**src/logic/autotest_pkg.sv**
```systemverilog
package autotest_pkg;

  // marks a block that carries a test vector
  localparam logic [31:0] SIGNATURE_WORD = 32'hAABB_CCDD;

  // signature sits MSB first at the start of the record
  localparam int SIG_BYTES = 4;

  // pad for record bytes past the status byte
  localparam logic [7:0] FILL_BYTE = 8'hFF;

  // status byte bits
  localparam int ST_TIMEOUT = 0;
  localparam int ST_UUT_ERR = 1;

endpackage

```
**src/logic/sd_host_pkg.sv**
```systemverilog
package sd_host_pkg;

  // bytes in one SD block
  localparam int BLOCK_BYTES = 512;

  // byte position inside a block, one spare bit
  typedef logic [9:0] byte_idx_t;

  typedef logic [7:0] sd_byte_t;

  // SD block address as seen by the SPI host
  typedef logic [31:0] block_addr_t;

endpackage
```
**src/logic/sd_block_if.sv**
```systemverilog
`timescale 1ns/1ps

interface sd_block_if;
  import sd_host_pkg::*;

  // block request and direction
  logic      req;
  logic      wr;
  logic      busy;

  // byte stream of the current block
  byte_idx_t idx;
  logic      rd_valid;
  sd_byte_t  rd_byte;
  sd_byte_t  wr_byte;

  modport runner (
    output req,
    output wr,
    input  busy
  );

  modport port (
    output busy,
    output idx,
    output rd_valid,
    output rd_byte,
    input  req,
    input  wr,
    input  wr_byte
  );

  modport store (
    input  idx,
    input  rd_valid,
    input  rd_byte,
    output wr_byte
  );

endinterface

```
**src/logic/autotest_top.sv**
```systemverilog
`timescale 1ns/1ps

module autotest_top #(
  parameter int          INPUT_WIDTH    = 32,
  parameter int          OUTPUT_WIDTH   = 32,
  parameter logic [31:0] TIMEOUT_CYCLES = 32'h3000_0000,
  parameter logic [31:0] START_BLOCK    = 32'h0010_0000
) (
  input  logic                    clk,
  input  logic                    rst,
  input  logic                    spi_busy_i,
  input  logic [7:0]              spi_rd_data_i,
  output logic [31:0]             spi_block_addr_o,
  output logic                    spi_rst_o,
  output logic                    spi_r_block_o,
  output logic                    spi_r_byte_o,
  output logic                    spi_w_block_o,
  output logic                    spi_w_byte_o,
  output logic [7:0]              spi_wr_data_o,
  output logic                    uut_rst_o,
  input  logic                    uut_end_i,
  input  logic                    uut_err_i,
  output logic [INPUT_WIDTH-1:0]  uut_din_o,
  input  logic [OUTPUT_WIDTH-1:0] uut_dout_i,
  output logic [31:0]             error_count_o,
  output logic                    halted_o
);

  logic        clear;
  logic        capture;
  logic        timeout;
  logic        sig_ok;
  logic        match;
  logic [31:0] block_addr;

  sd_block_if i_bus ();

  sd_transfer i_sd_transfer (
    .clk(clk), .rst(rst), .bus(i_bus.port), .block_addr_i(block_addr),
    .spi_busy_i(spi_busy_i), .spi_rd_data_i(spi_rd_data_i), .spi_rst_o(spi_rst_o),
    .spi_r_block_o(spi_r_block_o), .spi_r_byte_o(spi_r_byte_o),
    .spi_w_block_o(spi_w_block_o), .spi_w_byte_o(spi_w_byte_o),
    .spi_block_addr_o(spi_block_addr_o), .spi_wr_data_o(spi_wr_data_o)
  );

  vector_store #(.INPUT_WIDTH(INPUT_WIDTH), .OUTPUT_WIDTH(OUTPUT_WIDTH)) i_vector_store (
    .clk(clk), .rst(rst), .bus(i_bus.store), .clear_i(clear), .capture_i(capture),
    .uut_dout_i(uut_dout_i), .timeout_i(timeout), .uut_err_i(uut_err_i),
    .uut_din_o(uut_din_o), .sig_ok_o(sig_ok), .match_o(match)
  );

  test_runner #(.TIMEOUT_CYCLES(TIMEOUT_CYCLES), .START_BLOCK(START_BLOCK)) i_test_runner (
    .clk(clk), .rst(rst), .bus(i_bus.runner), .sig_ok_i(sig_ok), .match_i(match),
    .uut_end_i(uut_end_i), .uut_err_i(uut_err_i), .clear_o(clear), .capture_o(capture),
    .timeout_o(timeout), .uut_rst_o(uut_rst_o), .block_addr_o(block_addr),
    .error_count_o(error_count_o), .halted_o(halted_o)
  );

endmodule

```
**src/logic/test_runner.sv**
```systemverilog
`timescale 1ns/1ps

module test_runner #(
  parameter logic [31:0]              TIMEOUT_CYCLES = 32'h3000_0000,
  parameter sd_host_pkg::block_addr_t START_BLOCK    = 32'h0010_0000
) (
  input  logic                     clk,
  input  logic                     rst,
  sd_block_if.runner               bus,
  input  logic                     sig_ok_i,
  input  logic                     match_i,
  input  logic                     uut_end_i,
  input  logic                     uut_err_i,
  output logic                     clear_o,
  output logic                     capture_o,
  output logic                     timeout_o,
  output logic                     uut_rst_o,
  output sd_host_pkg::block_addr_t block_addr_o,
  output logic [31:0]              error_count_o,
  output logic                     halted_o
);
  import sd_host_pkg::*;

  localparam logic [3:0] S_READY   = 4'd0;
  localparam logic [3:0] S_CLEAR   = 4'd1;
  localparam logic [3:0] S_LOAD    = 4'd2;
  localparam logic [3:0] S_CHECK   = 4'd3;
  localparam logic [3:0] S_RUN     = 4'd4;
  localparam logic [3:0] S_SETTLE  = 4'd5;
  localparam logic [3:0] S_COMPARE = 4'd6;
  localparam logic [3:0] S_WRITE   = 4'd7;
  localparam logic [3:0] S_NEXT    = 4'd8;
  localparam logic [3:0] S_HALT    = 4'd9;

  logic [3:0]  state_q;
  logic [3:0]  state_d;
  logic [31:0] timer_q;
  logic [31:0] err_q;
  block_addr_t block_q;
  logic        run_done;
  logic        req;
  logic        wr;

  assign timeout_o = timer_q > TIMEOUT_CYCLES;
  assign run_done  = uut_end_i || uut_err_i || timeout_o;

  always_comb begin
    state_d = state_q;
    clear_o = 1'b0;
    req     = 1'b0;
    wr      = 1'b0;
    case (state_q)
      // host reset still running
      S_READY: if (!bus.busy) state_d = S_CLEAR;
      S_CLEAR: begin
        clear_o = 1'b1;
        req     = 1'b1;
        state_d = S_LOAD;
      end
      S_LOAD: if (!bus.busy) state_d = S_CHECK;
      S_CHECK: state_d = sig_ok_i ? S_RUN : S_HALT;
      S_RUN: if (run_done) state_d = S_SETTLE;
      // captured word lands here, match one cycle later
      S_SETTLE: state_d = S_COMPARE;
      S_COMPARE: begin
        if (match_i) begin
          state_d = S_NEXT;
        end else begin
          req     = 1'b1;
          wr      = 1'b1;
          state_d = S_WRITE;
        end
      end
      S_WRITE: if (!bus.busy) state_d = S_NEXT;
      S_NEXT: state_d = S_CLEAR;
      S_HALT: state_d = S_HALT;
      default: state_d = S_READY;
    endcase
  end

  always_ff @(posedge clk) begin
    if (rst) begin
      state_q <= S_READY;
      timer_q <= '0;
      err_q   <= '0;
      block_q <= START_BLOCK;
    end else begin
      state_q <= state_d;
      if (state_q == S_CHECK) timer_q <= '0;
      else if (state_q == S_RUN) timer_q <= timer_q + 1'b1;
      if (state_q == S_COMPARE && !match_i) err_q <= err_q + 1'b1;
      if (state_q == S_NEXT) block_q <= block_q + 1'b1;
    end
  end

  // sample output and status on the ending cycle
  assign capture_o = state_q == S_RUN && run_done;
  assign uut_rst_o = state_q != S_RUN;
  assign halted_o  = state_q == S_HALT;

  assign bus.req       = req;
  assign bus.wr        = wr;
  assign block_addr_o  = block_q;
  assign error_count_o = err_q;

endmodule

```
**src/logic/vector_store.sv**
```systemverilog
`timescale 1ns/1ps

module vector_store #(
  parameter int INPUT_WIDTH  = 32,
  parameter int OUTPUT_WIDTH = 32
) (
  input  logic                    clk,
  input  logic                    rst,
  sd_block_if.store               bus,
  input  logic                    clear_i,
  input  logic                    capture_i,
  input  logic [OUTPUT_WIDTH-1:0] uut_dout_i,
  input  logic                    timeout_i,
  input  logic                    uut_err_i,
  output logic [INPUT_WIDTH-1:0]  uut_din_o,
  output logic                    sig_ok_o,
  output logic                    match_o
);
  import autotest_pkg::*;

  // record layout
  localparam int IN_BYTES  = INPUT_WIDTH / 8;
  localparam int OUT_BYTES = OUTPUT_WIDTH / 8;
  localparam int IN_BASE   = SIG_BYTES;
  localparam int EXP_BASE  = IN_BASE + IN_BYTES;
  localparam int CAP_BASE  = EXP_BASE + OUT_BYTES;
  localparam int STAT_POS  = CAP_BASE + OUT_BYTES;

  logic [8*SIG_BYTES-1:0]  sig_q;
  logic [INPUT_WIDTH-1:0]  din_q;
  logic [OUTPUT_WIDTH-1:0] exp_q;
  logic [OUTPUT_WIDTH-1:0] cap_q;
  logic [7:0]              status_q;
  logic [7:0]              status_d;
  logic                    match_q;
  logic [7:0]              wr_byte_d;
  int                      pos;

  assign pos = int'(bus.idx);

  // signature MSB first, words LSB byte first
  always_ff @(posedge clk) begin
    if (rst || clear_i) begin
      sig_q <= '0;
      din_q <= '0;
      exp_q <= '0;
    end else if (bus.rd_valid) begin
      if (pos < IN_BASE) sig_q[(SIG_BYTES-1-pos)*8 +: 8] <= bus.rd_byte;
      else if (pos < EXP_BASE) din_q[(pos-IN_BASE)*8 +: 8] <= bus.rd_byte;
      else if (pos < CAP_BASE) exp_q[(pos-EXP_BASE)*8 +: 8] <= bus.rd_byte;
    end
  end

  always_comb begin
    status_d = '0;
    status_d[ST_TIMEOUT] = timeout_i;
    status_d[ST_UUT_ERR] = uut_err_i;
  end

  always_ff @(posedge clk) begin
    if (capture_i) begin
      cap_q    <= uut_dout_i;
      status_q <= status_d;
    end
    // one cycle behind the captured word
    match_q <= (cap_q == exp_q) && !status_q[ST_UUT_ERR];
  end

  // record byte for write-back
  always_comb begin
    if (pos < IN_BASE) wr_byte_d = sig_q[(SIG_BYTES-1-pos)*8 +: 8];
    else if (pos < EXP_BASE) wr_byte_d = din_q[(pos-IN_BASE)*8 +: 8];
    else if (pos < CAP_BASE) wr_byte_d = exp_q[(pos-EXP_BASE)*8 +: 8];
    else if (pos < STAT_POS) wr_byte_d = cap_q[(pos-CAP_BASE)*8 +: 8];
    else if (pos == STAT_POS) wr_byte_d = status_q;
    else wr_byte_d = FILL_BYTE;
  end

  assign bus.wr_byte = wr_byte_d;
  assign uut_din_o   = din_q;
  assign sig_ok_o    = sig_q == SIGNATURE_WORD;
  assign match_o     = match_q;

endmodule

```
**src/logic/sd_transfer.sv**
```systemverilog
`timescale 1ns/1ps

module sd_transfer (
  input  logic                     clk,
  input  logic                     rst,
  sd_block_if.port                 bus,
  input  sd_host_pkg::block_addr_t block_addr_i,
  input  logic                     spi_busy_i,
  input  sd_host_pkg::sd_byte_t    spi_rd_data_i,
  output logic                     spi_rst_o,
  output logic                     spi_r_block_o,
  output logic                     spi_r_byte_o,
  output logic                     spi_w_block_o,
  output logic                     spi_w_byte_o,
  output sd_host_pkg::block_addr_t spi_block_addr_o,
  output sd_host_pkg::sd_byte_t    spi_wr_data_o
);
  import sd_host_pkg::*;

  localparam byte_idx_t LAST_IDX = byte_idx_t'(BLOCK_BYTES - 1);

  localparam logic [3:0] S_START     = 4'd0;
  localparam logic [3:0] S_RST_CMD   = 4'd1;
  localparam logic [3:0] S_RST_WAIT  = 4'd2;
  localparam logic [3:0] S_IDLE      = 4'd3;
  localparam logic [3:0] S_BLK_CMD   = 4'd4;
  localparam logic [3:0] S_BLK_WAIT  = 4'd5;
  localparam logic [3:0] S_BYTE_LOAD = 4'd6;
  localparam logic [3:0] S_BYTE_CMD  = 4'd7;
  localparam logic [3:0] S_BYTE_WAIT = 4'd8;
  localparam logic [3:0] S_BYTE_NEXT = 4'd9;

  logic [3:0]  state_q;
  logic        wr_q;
  block_addr_t addr_q;
  byte_idx_t   idx_q;
  logic        rd_valid_q;
  sd_byte_t    rd_byte_q;
  sd_byte_t    wr_data_q;
  logic        in_block;

  always_ff @(posedge clk) begin
    if (rst) begin
      state_q    <= S_START;
      wr_q       <= 1'b0;
      addr_q     <= '0;
      idx_q      <= '0;
      rd_valid_q <= 1'b0;
    end else begin
      rd_valid_q <= 1'b0;
      case (state_q)
        // one host reset before any block traffic
        S_START: state_q <= S_RST_CMD;
        S_RST_CMD: if (spi_busy_i) state_q <= S_RST_WAIT;
        S_RST_WAIT: if (!spi_busy_i) state_q <= S_IDLE;
        S_IDLE: begin
          if (bus.req) begin
            wr_q    <= bus.wr;
            addr_q  <= block_addr_i;
            idx_q   <= '0;
            state_q <= S_BLK_CMD;
          end
        end
        S_BLK_CMD: if (spi_busy_i) state_q <= S_BLK_WAIT;
        S_BLK_WAIT: if (!spi_busy_i) state_q <= S_BYTE_LOAD;
        S_BYTE_LOAD: state_q <= S_BYTE_CMD;
        S_BYTE_CMD: if (spi_busy_i) state_q <= S_BYTE_WAIT;
        S_BYTE_WAIT: begin
          if (!spi_busy_i) begin
            rd_valid_q <= !wr_q;
            state_q    <= S_BYTE_NEXT;
          end
        end
        S_BYTE_NEXT: begin
          // idx still points at the byte just moved
          if (idx_q == LAST_IDX) begin
            state_q <= S_IDLE;
          end else begin
            idx_q   <= idx_q + 1'b1;
            state_q <= S_BYTE_LOAD;
          end
        end
        default: state_q <= S_START;
      endcase
    end
  end

  always_ff @(posedge clk) begin
    if (state_q == S_BYTE_WAIT && !spi_busy_i) rd_byte_q <= spi_rd_data_i;
    // held until the next byte is loaded
    if (state_q == S_BYTE_LOAD) wr_data_q <= bus.wr_byte;
  end

  assign in_block = state_q inside {S_BLK_CMD, S_BLK_WAIT, S_BYTE_LOAD, S_BYTE_CMD,
                                    S_BYTE_WAIT, S_BYTE_NEXT};

  assign spi_rst_o        = state_q == S_RST_CMD;
  assign spi_r_block_o    = in_block && !wr_q;
  assign spi_w_block_o    = in_block && wr_q;
  assign spi_r_byte_o     = state_q == S_BYTE_CMD && !wr_q;
  assign spi_w_byte_o     = state_q == S_BYTE_CMD && wr_q;
  assign spi_block_addr_o = addr_q;
  assign spi_wr_data_o    = wr_data_q;

  assign bus.busy     = state_q != S_IDLE;
  assign bus.idx      = idx_q;
  assign bus.rd_valid = rd_valid_q;
  assign bus.rd_byte  = rd_byte_q;

endmodule

```
**config.mk**
```make
export PLATFORM = sky130hd
export DESIGN_NAME = autotest_top
export DESIGN_NICKNAME = d
export VERILOG_FILES = /design/src/logic/autotest_pkg.sv /design/src/logic/sd_host_pkg.sv /design/src/logic/sd_block_if.sv /design/src/logic/autotest_top.sv /design/src/logic/test_runner.sv /design/src/logic/vector_store.sv /design/src/logic/sd_transfer.sv
export SDC_FILE = /design/constraint.sdc
export NUM_CORES = 1
export LEC_CHECK = 0
export BUFFER_PORTS_ARGS = -buffer_cell sky130_fd_sc_hd__buf_4
export CAP_MARGIN = 0
export CORE_UTILIZATION = 59
export DETAILED_ROUTE_END_ITERATION = 7
export GPL_TIMING_DRIVEN = 0
export PLACE_DENSITY = 0.8
export SKIP_LAST_GASP = 1
export SLEW_MARGIN = 20
export SYNTH_ARGS = -nofsm -noshare
export SYNTH_HDL_FRONTEND = slang
export SYNTH_SLANG_ARGS = --single-unit
```
**constraint.sdc**
```tcl
create_clock -name clk -period 4.7 [get_ports clk]
set_clock_uncertainty 0.15 [all_clocks]
set_input_delay 0.705 -clock clk [delete_from_list [all_inputs] [get_ports clk]]
set_output_delay 0.705 -clock clk [all_outputs]
set_load 0.02 [all_outputs]
```
* Word level (Yosys, flattened, before mapping)
Cells that the tools add are included.
Cells by class: equal/unequal tests 36, reductions and logical operators 28, add/sub/neg operators 11, shifts and indexed selects 10, mux-type cells 31, bitwise operators 3, divide/modulo/power cells 0, multipliers 0, order comparisons 5
Operators with widths (number):
- variable part select 32 x 32 -> 8 bit | 4
- negation 32 -> 33 bit | 3
- variable shift 8 x 33 -> 32 bit, first input constant | 3
- variable part select 8 x 33 -> 32 bit | 3
- adder 32 x 1 -> 32 bit, second input constant | 3
- bitwise mux 32 bit | 3
- one-hot mux 4 bit (10 select lines) | 2
- 2-to-1 mux 4 bit | 13
- 2-to-1 mux 8 bit | 5
- equality test 32 bit | 1
- equality test 32 bit, second input constant | 1
- equality test 4 x 3 -> 1 bit, second input constant | 8
- greater-than comparator 32 x 30 -> 1 bit, second input constant | 1
- inequality test 2 bit, second input constant | 11
- subtractor 10 x 4 -> 11 bit, second input constant | 2
- < comparator 10 x 4 -> 1 bit, second input constant | 2
- 2-to-1 mux 10 bit | 2
- one-hot mux 10 bit (2 select lines) | 1
- equality test 4 x 2 -> 1 bit, second input constant | 4
- equality test 4 bit, second input constant | 4
- subtractor 10 x 3 -> 11 bit, second input constant | 1
- subtractor 2 x 10 -> 11 bit, first input constant | 1
- adder 10 x 1 -> 10 bit, second input constant | 1
- equality test 10 x 6 -> 1 bit, second input constant | 1
- other kinds (23) | 44
Storage, ports and cells: memories 0, input bits 45, logic and storage cells 141, bits in latches 0, RAM bits 0, output and inout port bits 111, register bits after elaboration 295, memory bits (read-only) 0

* Longest topological paths before layout
Gate-level depths: netlist (run 1).
depth after elaboration 6, gate-level depth with buffers 16, depth with buffers taken out 15

* Modules after synthesis
A second synthesis (run 1) with hierarchy kept.
Second synthesis, totals: cells, all modules 1731, area total of the unflattened synthesis 15715.1 um^2
By module, submodules not included:
- vector_store | area each 8072.7 um^2, cells an instance 837, seq. area each 2962.8 um^2, times used 1
- test_runner | area each 5074.9 um^2, cells an instance 618, seq. area each 2001.9 um^2, times used 1
- sd_transfer | area each 2567.5 um^2, cells an instance 276, seq. area each 1441.4 um^2, times used 1

* Least setup slack after synthesis (run 1)
Ideal clock, no wire load.
path kind register -> register, start point register i_sd_transfer.idx_q[3], in the netlist i_sd_transfer.bus.idx[3], end point register i_vector_store.exp_q[0], clock period less this slack 4183 ps, setup time 128 ps, path slack 517 ps, buffers on the path 1, data arrival time 3905 ps, stages on the path, launching flop included 15, data required time 4422 ps, cell sequence dfxtp_1 > inv_1 > ha_1 > or3b_2 > o21ai_0 > o211ai_1 > a211o_1 > ha_1 > or4b_2 > nor4_1 > a31oi_1 > or4_1 > clkbuf_1 > mux2i_1 > nor2_1
On the way: cells in the longest elaborated chain, start to end 4, elaborated cells on any way between the ends 11, those cells by class add/sub (2); order compare (3); shift (2); mux (1); bitwise (2); reduce/logical (1)
RTL lines:
- start: declaration | RTL line sd_transfer.sv:36 | byte_idx_t idx_q;
- start signal: assignment | RTL line sd_transfer.sv:79 | idx_q <= idx_q + 1'b1;
- subtractor 10 x 4 -> 11 bit | RTL line vector_store.sv:50 | else if (pos < CAP_BASE) exp_q[(pos-EXP_BASE)*8 +: 8] <= bus.rd_byte;
- negation 32 -> 33 bit | RTL line vector_store.sv:50
- variable part select 8 x 33 -> 32 bit or variable shift 8 x 33 -> 32 bit (tied branches) | RTL line vector_store.sv:50
- bitwise mux 32 bit | RTL line vector_store.sv:50
- end signal: indexed assignment | RTL line vector_store.sv:50
- end: declaration | RTL line vector_store.sv:31 | logic [OUTPUT_WIDTH-1:0] exp_q;
Several ways; a longest one is shown, not always the timed one. A chain may end at the register's enable or synchronous reset.

* Final worst setup path (run 1)
start point register i_sd_transfer.idx_q[2], in the netlist i_sd_transfer.bus.idx[2], end point register i_vector_store.sig_q[7]
On the way: cells in the longest elaborated chain, start to end 4, elaborated cells on any way between the ends 7, those cells by class add/sub (2); order compare (1); shift (2); mux (1); reduce/logical (1)
RTL lines:
- subtractor 2 x 10 -> 11 bit | RTL line vector_store.sv:48 | if (pos < IN_BASE) sig_q[(SIG_BYTES-1-pos)*8 +: 8] <= bus.rd_byte;
- negation 32 -> 33 bit | RTL line vector_store.sv:48
- variable part select 8 x 33 -> 32 bit or variable shift 8 x 33 -> 32 bit (tied branches) | RTL line vector_store.sv:48
- bitwise mux 32 bit | RTL line vector_store.sv:48
- end signal: indexed assignment | RTL line vector_store.sv:48
- end: declaration | RTL line vector_store.sv:29 | logic [8*SIG_BYTES-1:0] sig_q;
Several ways; a longest one is shown, not always the timed one.

==> impl_metrics.csv, run 1 <==
group,metric,value,unit
outcome,status,"finished clean",
power_and_ir_drop,internal-power,0.00407,W
logic_synthesis,postSynthNetCount,1597,
sta,tns,0,ps
clock_tree,cts_made_buffers,29,
detailed_routing,dr.pass1.iters,5,
detailed_routing,finalWirelength,37300,um
layout,finalCoreUtilization,72.8,%
logic_synthesis,synth_top_area_cell,"dfxtp_1",
power_and_ir_drop,leakagePower,6.40,nW
sta,min_period,4520,ps
logic_synthesis,synth_top_area_share,34.1,%
detailed_routing,avgViaCountPerCell,5.91,
grt,grt_use_total,29.1,%
power_and_ir_drop,comb_power_share,4.2,%
sta,worstMarginPinSlew,1010,ps
floorplan,floorplan.rows,56,
floorplan,die_y,158,um
sta,finalMaxSlewViolations,0,
run,max_cap_violations,0,
sta,slew_headroom,32.6,%
placement,pre_cts_ws,-181,ps
sta,timing.final.ws_setup,181,ps
grt,grt_util_met1,40.4,%
logic_synthesis,ys_types,72,
placement,gp_congestion,0.907,
detailed_routing,vias,12200,
logic_synthesis,synth-async-reset-ratio,0,%
layout,final.fill_count,1760,
floorplan,io_pins,156,
clock_tree,clkLatencyLatePin,560,ps
power_and_ir_drop,p_seq_share,49.5,%
power_and_ir_drop,netSwitchingFraction,22.0,%
layout,antenna_cells,0,
power_and_ir_drop,power_density,303,nW/um2
clock_tree,cts_root_buf,"clkbuf_16",
clock_tree,ctsHoldBuffers,0,
logic_synthesis,syn_area_per_cell,9.44,um2
grt,antenna_found_initial,0,
clock_tree,cts.clk_slew.worst_paths,70,ps
detailed_routing,route.antenna.remaining_nets,0,
floorplan,initial_utilization,60.8,%
floorplan,core-area,23700,um2
critical_path,end_kind,"flip-flop",
logic_synthesis,ys_seq_area_share,44.5,%
grt,use_met3,5.20,%
min_path,hp-class,"in2reg",
detailed_routing,drt_iter0_drc,1078,
floorplan,die-area,25000,um2
sta,setup_violations,0,
placement,hpwlAfterDp,26600,um
grt,grtUsageMet2,46.3,%
grt,first_global_vias,11300,
layout,area_growth,19.7,%
grt,grt_start_max_net_pins,30,
critical_path,worst_ep_arrival_time,4790,ps
placement,port-buffer-count,153,
layout,layout.nets,1790,
sta,finalHoldViolCount,0,
logic_synthesis,ys_warn_count,0,
detailed_routing,post-route-drc-count,0,
logic_synthesis,synth_ff_type,"dfxtp_1",
grt,grt_pass1_wl,57800,um
sta,hold_ws,174,ps
detailed_routing,avgRoutedWirePerCell,18.1,um
critical_path,critPathLaunchType,"flip-flop",
power_and_ir_drop,switching_power,0.00115,W
logic_synthesis,synth_area,14400,um2
logic_synthesis,synth_edf_count,50,
critical_path,critical_path_class,"reg2reg",
power_and_ir_drop,ir_drop,302,uV
layout,fin_area,17200,um2
critical_path,cp_max_fo,10,
floorplan,die_w,158,um
sta,finalCritPeriodShare,96.1,%
clock_tree,cts_tree,"built",
grt,overflow,0,
logic_synthesis,ys_seq_elements,295,
logic_synthesis,synth_cells,1525,
logic_synthesis,synth.area.top_cells,"dfxtp_1 34%, edfxtp_1 10%, mux2i_1 6.7%",
clock_tree,clockBufferDepth,3,
layout,layout-drive-gt1-share,17.1,%
placement,detailed_place.area,16000,um2
power_and_ir_drop,p_clk_share,46.3,%
critical_path,cp.required,4970,ps
grt,busiest_layer,"met2",
sta,fmax,0.221,GHz
clock_tree,cts_num_sinks,295,
clock_tree,cts_max_level,1,
flip-flops by register name (all words and copies together) (netlist names):
register                        cells
i_sd_transfer.bus.rd_valid          1
i_test_runner.timer_q              32
i_vector_store.status_q             2
i_test_runner.state_q               4
i_vector_store.sig_q               32
i_test_runner.error_count_o        32
i_vector_store.match_o              1
i_test_runner.block_addr_o         32
i_vector_store.exp_q               32
i_vector_store.cap_q               32
i_vector_store.uut_din_o           32
i_sd_transfer.state_q               4
i_sd_transfer.bus.idx              10
i_sd_transfer.spi_wr_data_o         8
i_sd_transfer.wr_q                  1
i_sd_transfer.spi_block_addr_o     32
i_sd_transfer.bus.rd_byte           8
cells in the final DEF (no fill, tap or decap), types with 32 or more instances in the layout:
cell and instances:
dfxtp_1 245, nor2_1 241, buf_4 154, nand2_1 132, mux2i_1 96, xor2_1 78, clkbuf_1 70, a21oi_1 66
xnor2_1 65, nand3_1 54, edfxtp_1 50, nand4_1 37, and3_1 33, mux4_2 32
logic make-up (layout without fill, tap and decap cells):
kind of cell | Yosys count | in the layout | share of synthesized area, %
buf+inv | 114 | 329 | 3.09
mux | 130 | 130 | 11.8
compound gates | 153 | 153 | 6.74
xor+xnor | 144 | 144 | 8.81
flops | 295 | 295 | 44.5
fa+ha+maj | 27 | 27 | 2.35
simple gates | 662 | 662 | 22.7
worst max-delay path, cell delays in order, from the launching register on:
cell        delay, ps
dfxtp_1           380
clkbuf_4          250
clkinvlp_4        200
ha_1              420
nor2_4            230
nand4_1           260
nor3_4            340
nand3_1           130
ha_1              230
nor4bb_1          320
nand4_1           140
nor3_1            280
mux2i_2           270
a2111oi_4         310
buf_12            180
mux2i_1           220
nor2_1             60
final timing paths:
| kind | startpoint | to | slack [ps] | cells past startpoint |
|---|---|---|---|---|
| worst max-delay path | i_sd_transfer.bus.idx[2] | i_vector_store.sig_q[7] | 180 | 16 |
| worst min-delay path | uut_dout_i[26] | i_vector_store.cap_q[26] | 170 | 1 |
| worst max register to register | i_sd_transfer.bus.idx[2] | i_vector_store.sig_q[7] | 180 | 16 |
| worst min register to register | i_sd_transfer.spi_block_addr_o[6] | i_sd_transfer.spi_block_addr_o[6] | 310 | 2 |
timing repair:
| action | 4_1_cts | 5_1_grt |
|---|---|---|
| gates resized for setup | 4 | 18 |
| endpoints found under the setup margin | 41 | 64 |
| setup buffers | 1 | 7 |
| pin swaps | 2 | 6 |
cell usage after synthesis, drive strengths merged, types with 9 or more instances:
| cell type | count |
|---|---|
| a21oi | 67 |
| a32oi | 9 |
| and2 | 13 |
| and3 | 33 |
| buf | 16 |
| clkbuf | 67 |
| dfxtp | 245 |
| edfxtp | 50 |
| ha | 27 |
| inv | 31 |
| mux2i | 97 |
| mux4 | 32 |
| nand2 | 132 |
| nand3 | 57 |
| nand4 | 37 |
| nor2 | 246 |
| nor2b | 9 |
| nor3 | 32 |
| nor4 | 21 |
| o21ai | 31 |
| or3 | 16 |
| xnor2 | 65 |
| xor2 | 79 |
per-layer routing:
metal	wire, um	vias up
li1	-	5738
met1	15900	5818
met2	17300	538
met3	3300	78
met4	805	0
met5	0	-
cell type report:
| class | instances | area, um2 | share of cell area [%] |
|---|---|---|---|
| plain buffers | 82 | 328 | 1.90 |
| clock buffers | 38 | 810 | 4.70 |
| well taps | 319 | 399 | 2.32 |
| multi-input cells | 1116 | 7670 | 44.5 |
| flip-flops and latches | 295 | 6410 | 37.2 |
| repair buffers | 163 | 1320 | 7.66 |
| clock inverters | 15 | 181 | 1.05 |
| inverters | 31 | 120 | 0.697 |
power by group through the flow:
stage                     Sequential, W  Combinational, W  Clock [W]
after floorplan                 0.00263          0.000129          0
after global placement          0.00264          0.000211          0
after detailed placement        0.00264          0.000213          0
after CTS                       0.00258          0.000214    0.00243
after global routing            0.00258          0.000236    0.00253
final                           0.00258          0.000219    0.00242
metrics by stage:
stage	power (W)	instances
floorplan	0.00276	1525
global placement	0.00285	1997
detailed placement	0.00285	1999
CTS	0.00523	2052
global route	0.00535	2059
finish	0.00522	2059
(Power assumes the default switching activity.)
==> run 2: changes to the inputs <==
==> constraint.sdc (replaced) <==
create_clock -name clk -period 4.8 [get_ports clk]
set_clock_uncertainty 0.15 [all_clocks]
set_input_delay 0.72 -clock clk [delete_from_list [all_inputs] [get_ports clk]]
set_output_delay 0.72 -clock clk [all_outputs]
set_load 0.02 [all_outputs]
==> run 2 against run 1 <==
Compared with the run above: non-clock buffer count unchanged; hold slack improved by 16 ps; count of clock-buffer cells in the layout unchanged; via count grew 0.25%; critical path depth down 3; cell count is the same; first-iteration DRC count fell by 11%; sequential share of layout area is 0.13 points higher; critical path type unchanged; highest routed layer unchanged.
==> impl_metrics.csv, run 2 (synthesis gave the netlist of run 1 again) <==
group,metric,value,unit
layout,finalCoreUtilization,72.5,%
layout,fin_area,17200,um2
power_and_ir_drop,comb_power_share,4.2,%
min_path,hp-class,"in2reg",
placement,detailed_place.area,16000,um2
outcome,status,"finished clean",
critical_path,crit_buf_inv,1,
detailed_routing,drt_iter0_drc,960,
detailed_routing,wl_met2,17200,um
detailed_routing,finalWirelength,37100,um
detailed_routing,post-route-drc-count,0,
power_and_ir_drop,leakagePower,6.39,nW
floorplan,floorplan.rows,56,
critical_path,crit_family,"simple AND/OR/NAND/NOR gates",
critical_path,r2r_end,"i_vector_store.exp_q[0]",
critical_path,cp_max_fo,8,
placement,pre_cts_ws,-81.2,ps
critical_path,end_kind,"flip-flop",
detailed_routing,drt-met1-wl,16000,um
layout,antenna_cells,0,
power_and_ir_drop,p_seq_share,49.5,%
clock_tree,cts_num_sinks,295,
detailed_routing,avgViaCountPerCell,5.93,
power_and_ir_drop,total_power,0.00511,W
detailed_routing,highest_layer,"met4",
power_and_ir_drop,ir_drop,294,uV
layout,layout.cells.non_filler,2059,
power_and_ir_drop,switching_power,0.00112,W
power_and_ir_drop,p_clk_share,46.3,%
detailed_routing,vias,12200,
placement,port-buffer-count,153,
critical_path,rr_startpoint,"i_sd_transfer.bus.idx[4]",
clock_tree,cts_root_buf,"clkbuf_16",
critical_path,worst_ep_arrival_time,4830,ps
sta,setup_violations,0,
sta,finalMaxSlewViolations,0,
sta,fmax,0.219,GHz
critical_path,startpoint,"i_sd_transfer.bus.idx[4]",
detailed_routing,route.antenna.remaining_nets,0,
detailed_routing,avgRoutedWirePerCell,18.0,um
grt,grt_start_max_net_pins,30,
floorplan,die_w,158,um
grt,grt_use_total,29.1,%
detailed_routing,dr.pass1.iters,6,
critical_path,cpPeakStageDelay,590,ps
clock_tree,cts_max_level,1,
layout,layout_commonest_cell,"dfxtp_1",
placement,gp_congestion,0.907,
floorplan,initial_utilization,60.8,%
min_path,hold_depth,1,
layout,layout-drive-gt1-share,17.1,%
floorplan,die-area,25000,um2
critical_path,crit_slowest_cell,"or4b_2",
grt,overflow,0,
critical_path,critical_path_class,"reg2reg",
critical_path,cp.depth,13,
sta,min_period,4560,ps
placement,hpwlAfterDp,26600,um
critical_path,critPathLaunchType,"flip-flop",
critical_path,r2r_slack,240,ps
clock_tree,ctsHoldBuffers,0,
run,max_cap_violations,0,
critical_path,crit_chain,"inv_1 > ha_2 > or3b_2 > o21ai_0 > o211ai_1 > a211o_1 > ha_1 > or4b_2 > nor4_1 > a31oi_1 > or4_4 > mux2i_1 > nor2_1",
grt,antenna_found_initial,0,
critical_path,cp.required,5070,ps
grt,grt_pass1_wl,57800,um
floorplan,io_pins,156,
critical_path,reg2reg_depth,13,
grt,first_global_vias,11300,
sta,timing.final.ws_setup,239,ps
layout,layout.nets,1790,
layout,area_growth,19.3,%
detailed_routing,met3WireLength,3070,um
clock_tree,cts.clk_slew.worst_paths,70,ps
placement,dp_cells,1999,
critical_path,crit_end,"i_vector_store.exp_q[0]",
clock_tree,cts_tree,"built",
sta,worstMarginPinSlew,1040,ps
floorplan,core-area,23700,um2
clock_tree,clockBufferDepth,3,
sta,slew_headroom,30.6,%
clock_tree,cts_made_buffers,29,
floorplan,die_y,158,um
power_and_ir_drop,netSwitchingFraction,21.9,%
power_and_ir_drop,internal-power,0.00399,W
clock_tree,clkLatencyLatePin,560,ps
power_and_ir_drop,power_density,297,nW/um2
sta,finalHoldViolCount,0,
sta,finalCritPeriodShare,95.0,%
layout,layout_common_cells,"245 x dfxtp_1, 241 x nor2_1, 158 x buf_4, 132 x nand2_1, 96 x mux2i_1",
run 2: layout make-up:
cell class	count	area (um2)
timing repair buffer	163	1270
fill	1770	6500
tap	319	399
clock inverter	15	181
clock buffer	38	810
buffer	82	328
multi-input combinational	1116	7660
inverter	31	120
sequential	295	6410
run 2: layer usage:
layer / vias up / track usage [%]
met4: 0 / 8.42
met3: 78 / 5.20
met5: - / 0
met1: 5855 / 40.5
met2: 530 / 46.2
li1: 5740 / -
run 2: worst min-delay path by stage:
stage	startpoint	endpoint	slack, ps
finish	spi_rd_data_i[1]	i_sd_transfer.bus.rd_byte[1]	190
floorplan	i_test_runner.block_addr_o[31]	i_sd_transfer.spi_block_addr_o[31]	290
global placement	i_sd_transfer.spi_block_addr_o[7]	i_sd_transfer.spi_block_addr_o[7]	300
detailed placement	i_sd_transfer.spi_block_addr_o[28]	i_sd_transfer.spi_block_addr_o[28]	300
CTS	uut_dout_i[29]	i_vector_store.cap_q[29]	180
global route	spi_rd_data_i[4]	i_sd_transfer.bus.rd_byte[4]	180
run 2: stage by stage:
step	setup TNS, ps	hold slack, ps
floorplan	0	294
global placement	0	296
detailed placement	-1210	300
CTS	-479	182
global route	-71.5	182
finish	0	190
run 2: power groups by stage:
stage | Clock, W | Sequential, W | Combinational, W
after floorplan | 0 | 0.00258 | 0.000127
after global placement | 0 | 0.00258 | 0.000207
after detailed placement | 0 | 0.00258 | 0.000208
after CTS | 0.00238 | 0.00253 | 0.000210
after global routing | 0.00248 | 0.00253 | 0.000231
final | 0.00236 | 0.00253 | 0.000214
run 2: timing repair:
item	4_1_cts	5_1_grt
gates cloned	0	0
resized for setup	3	18
setup buffers	0	8
pin swaps	1	6
setup endpoints to repair	29	60
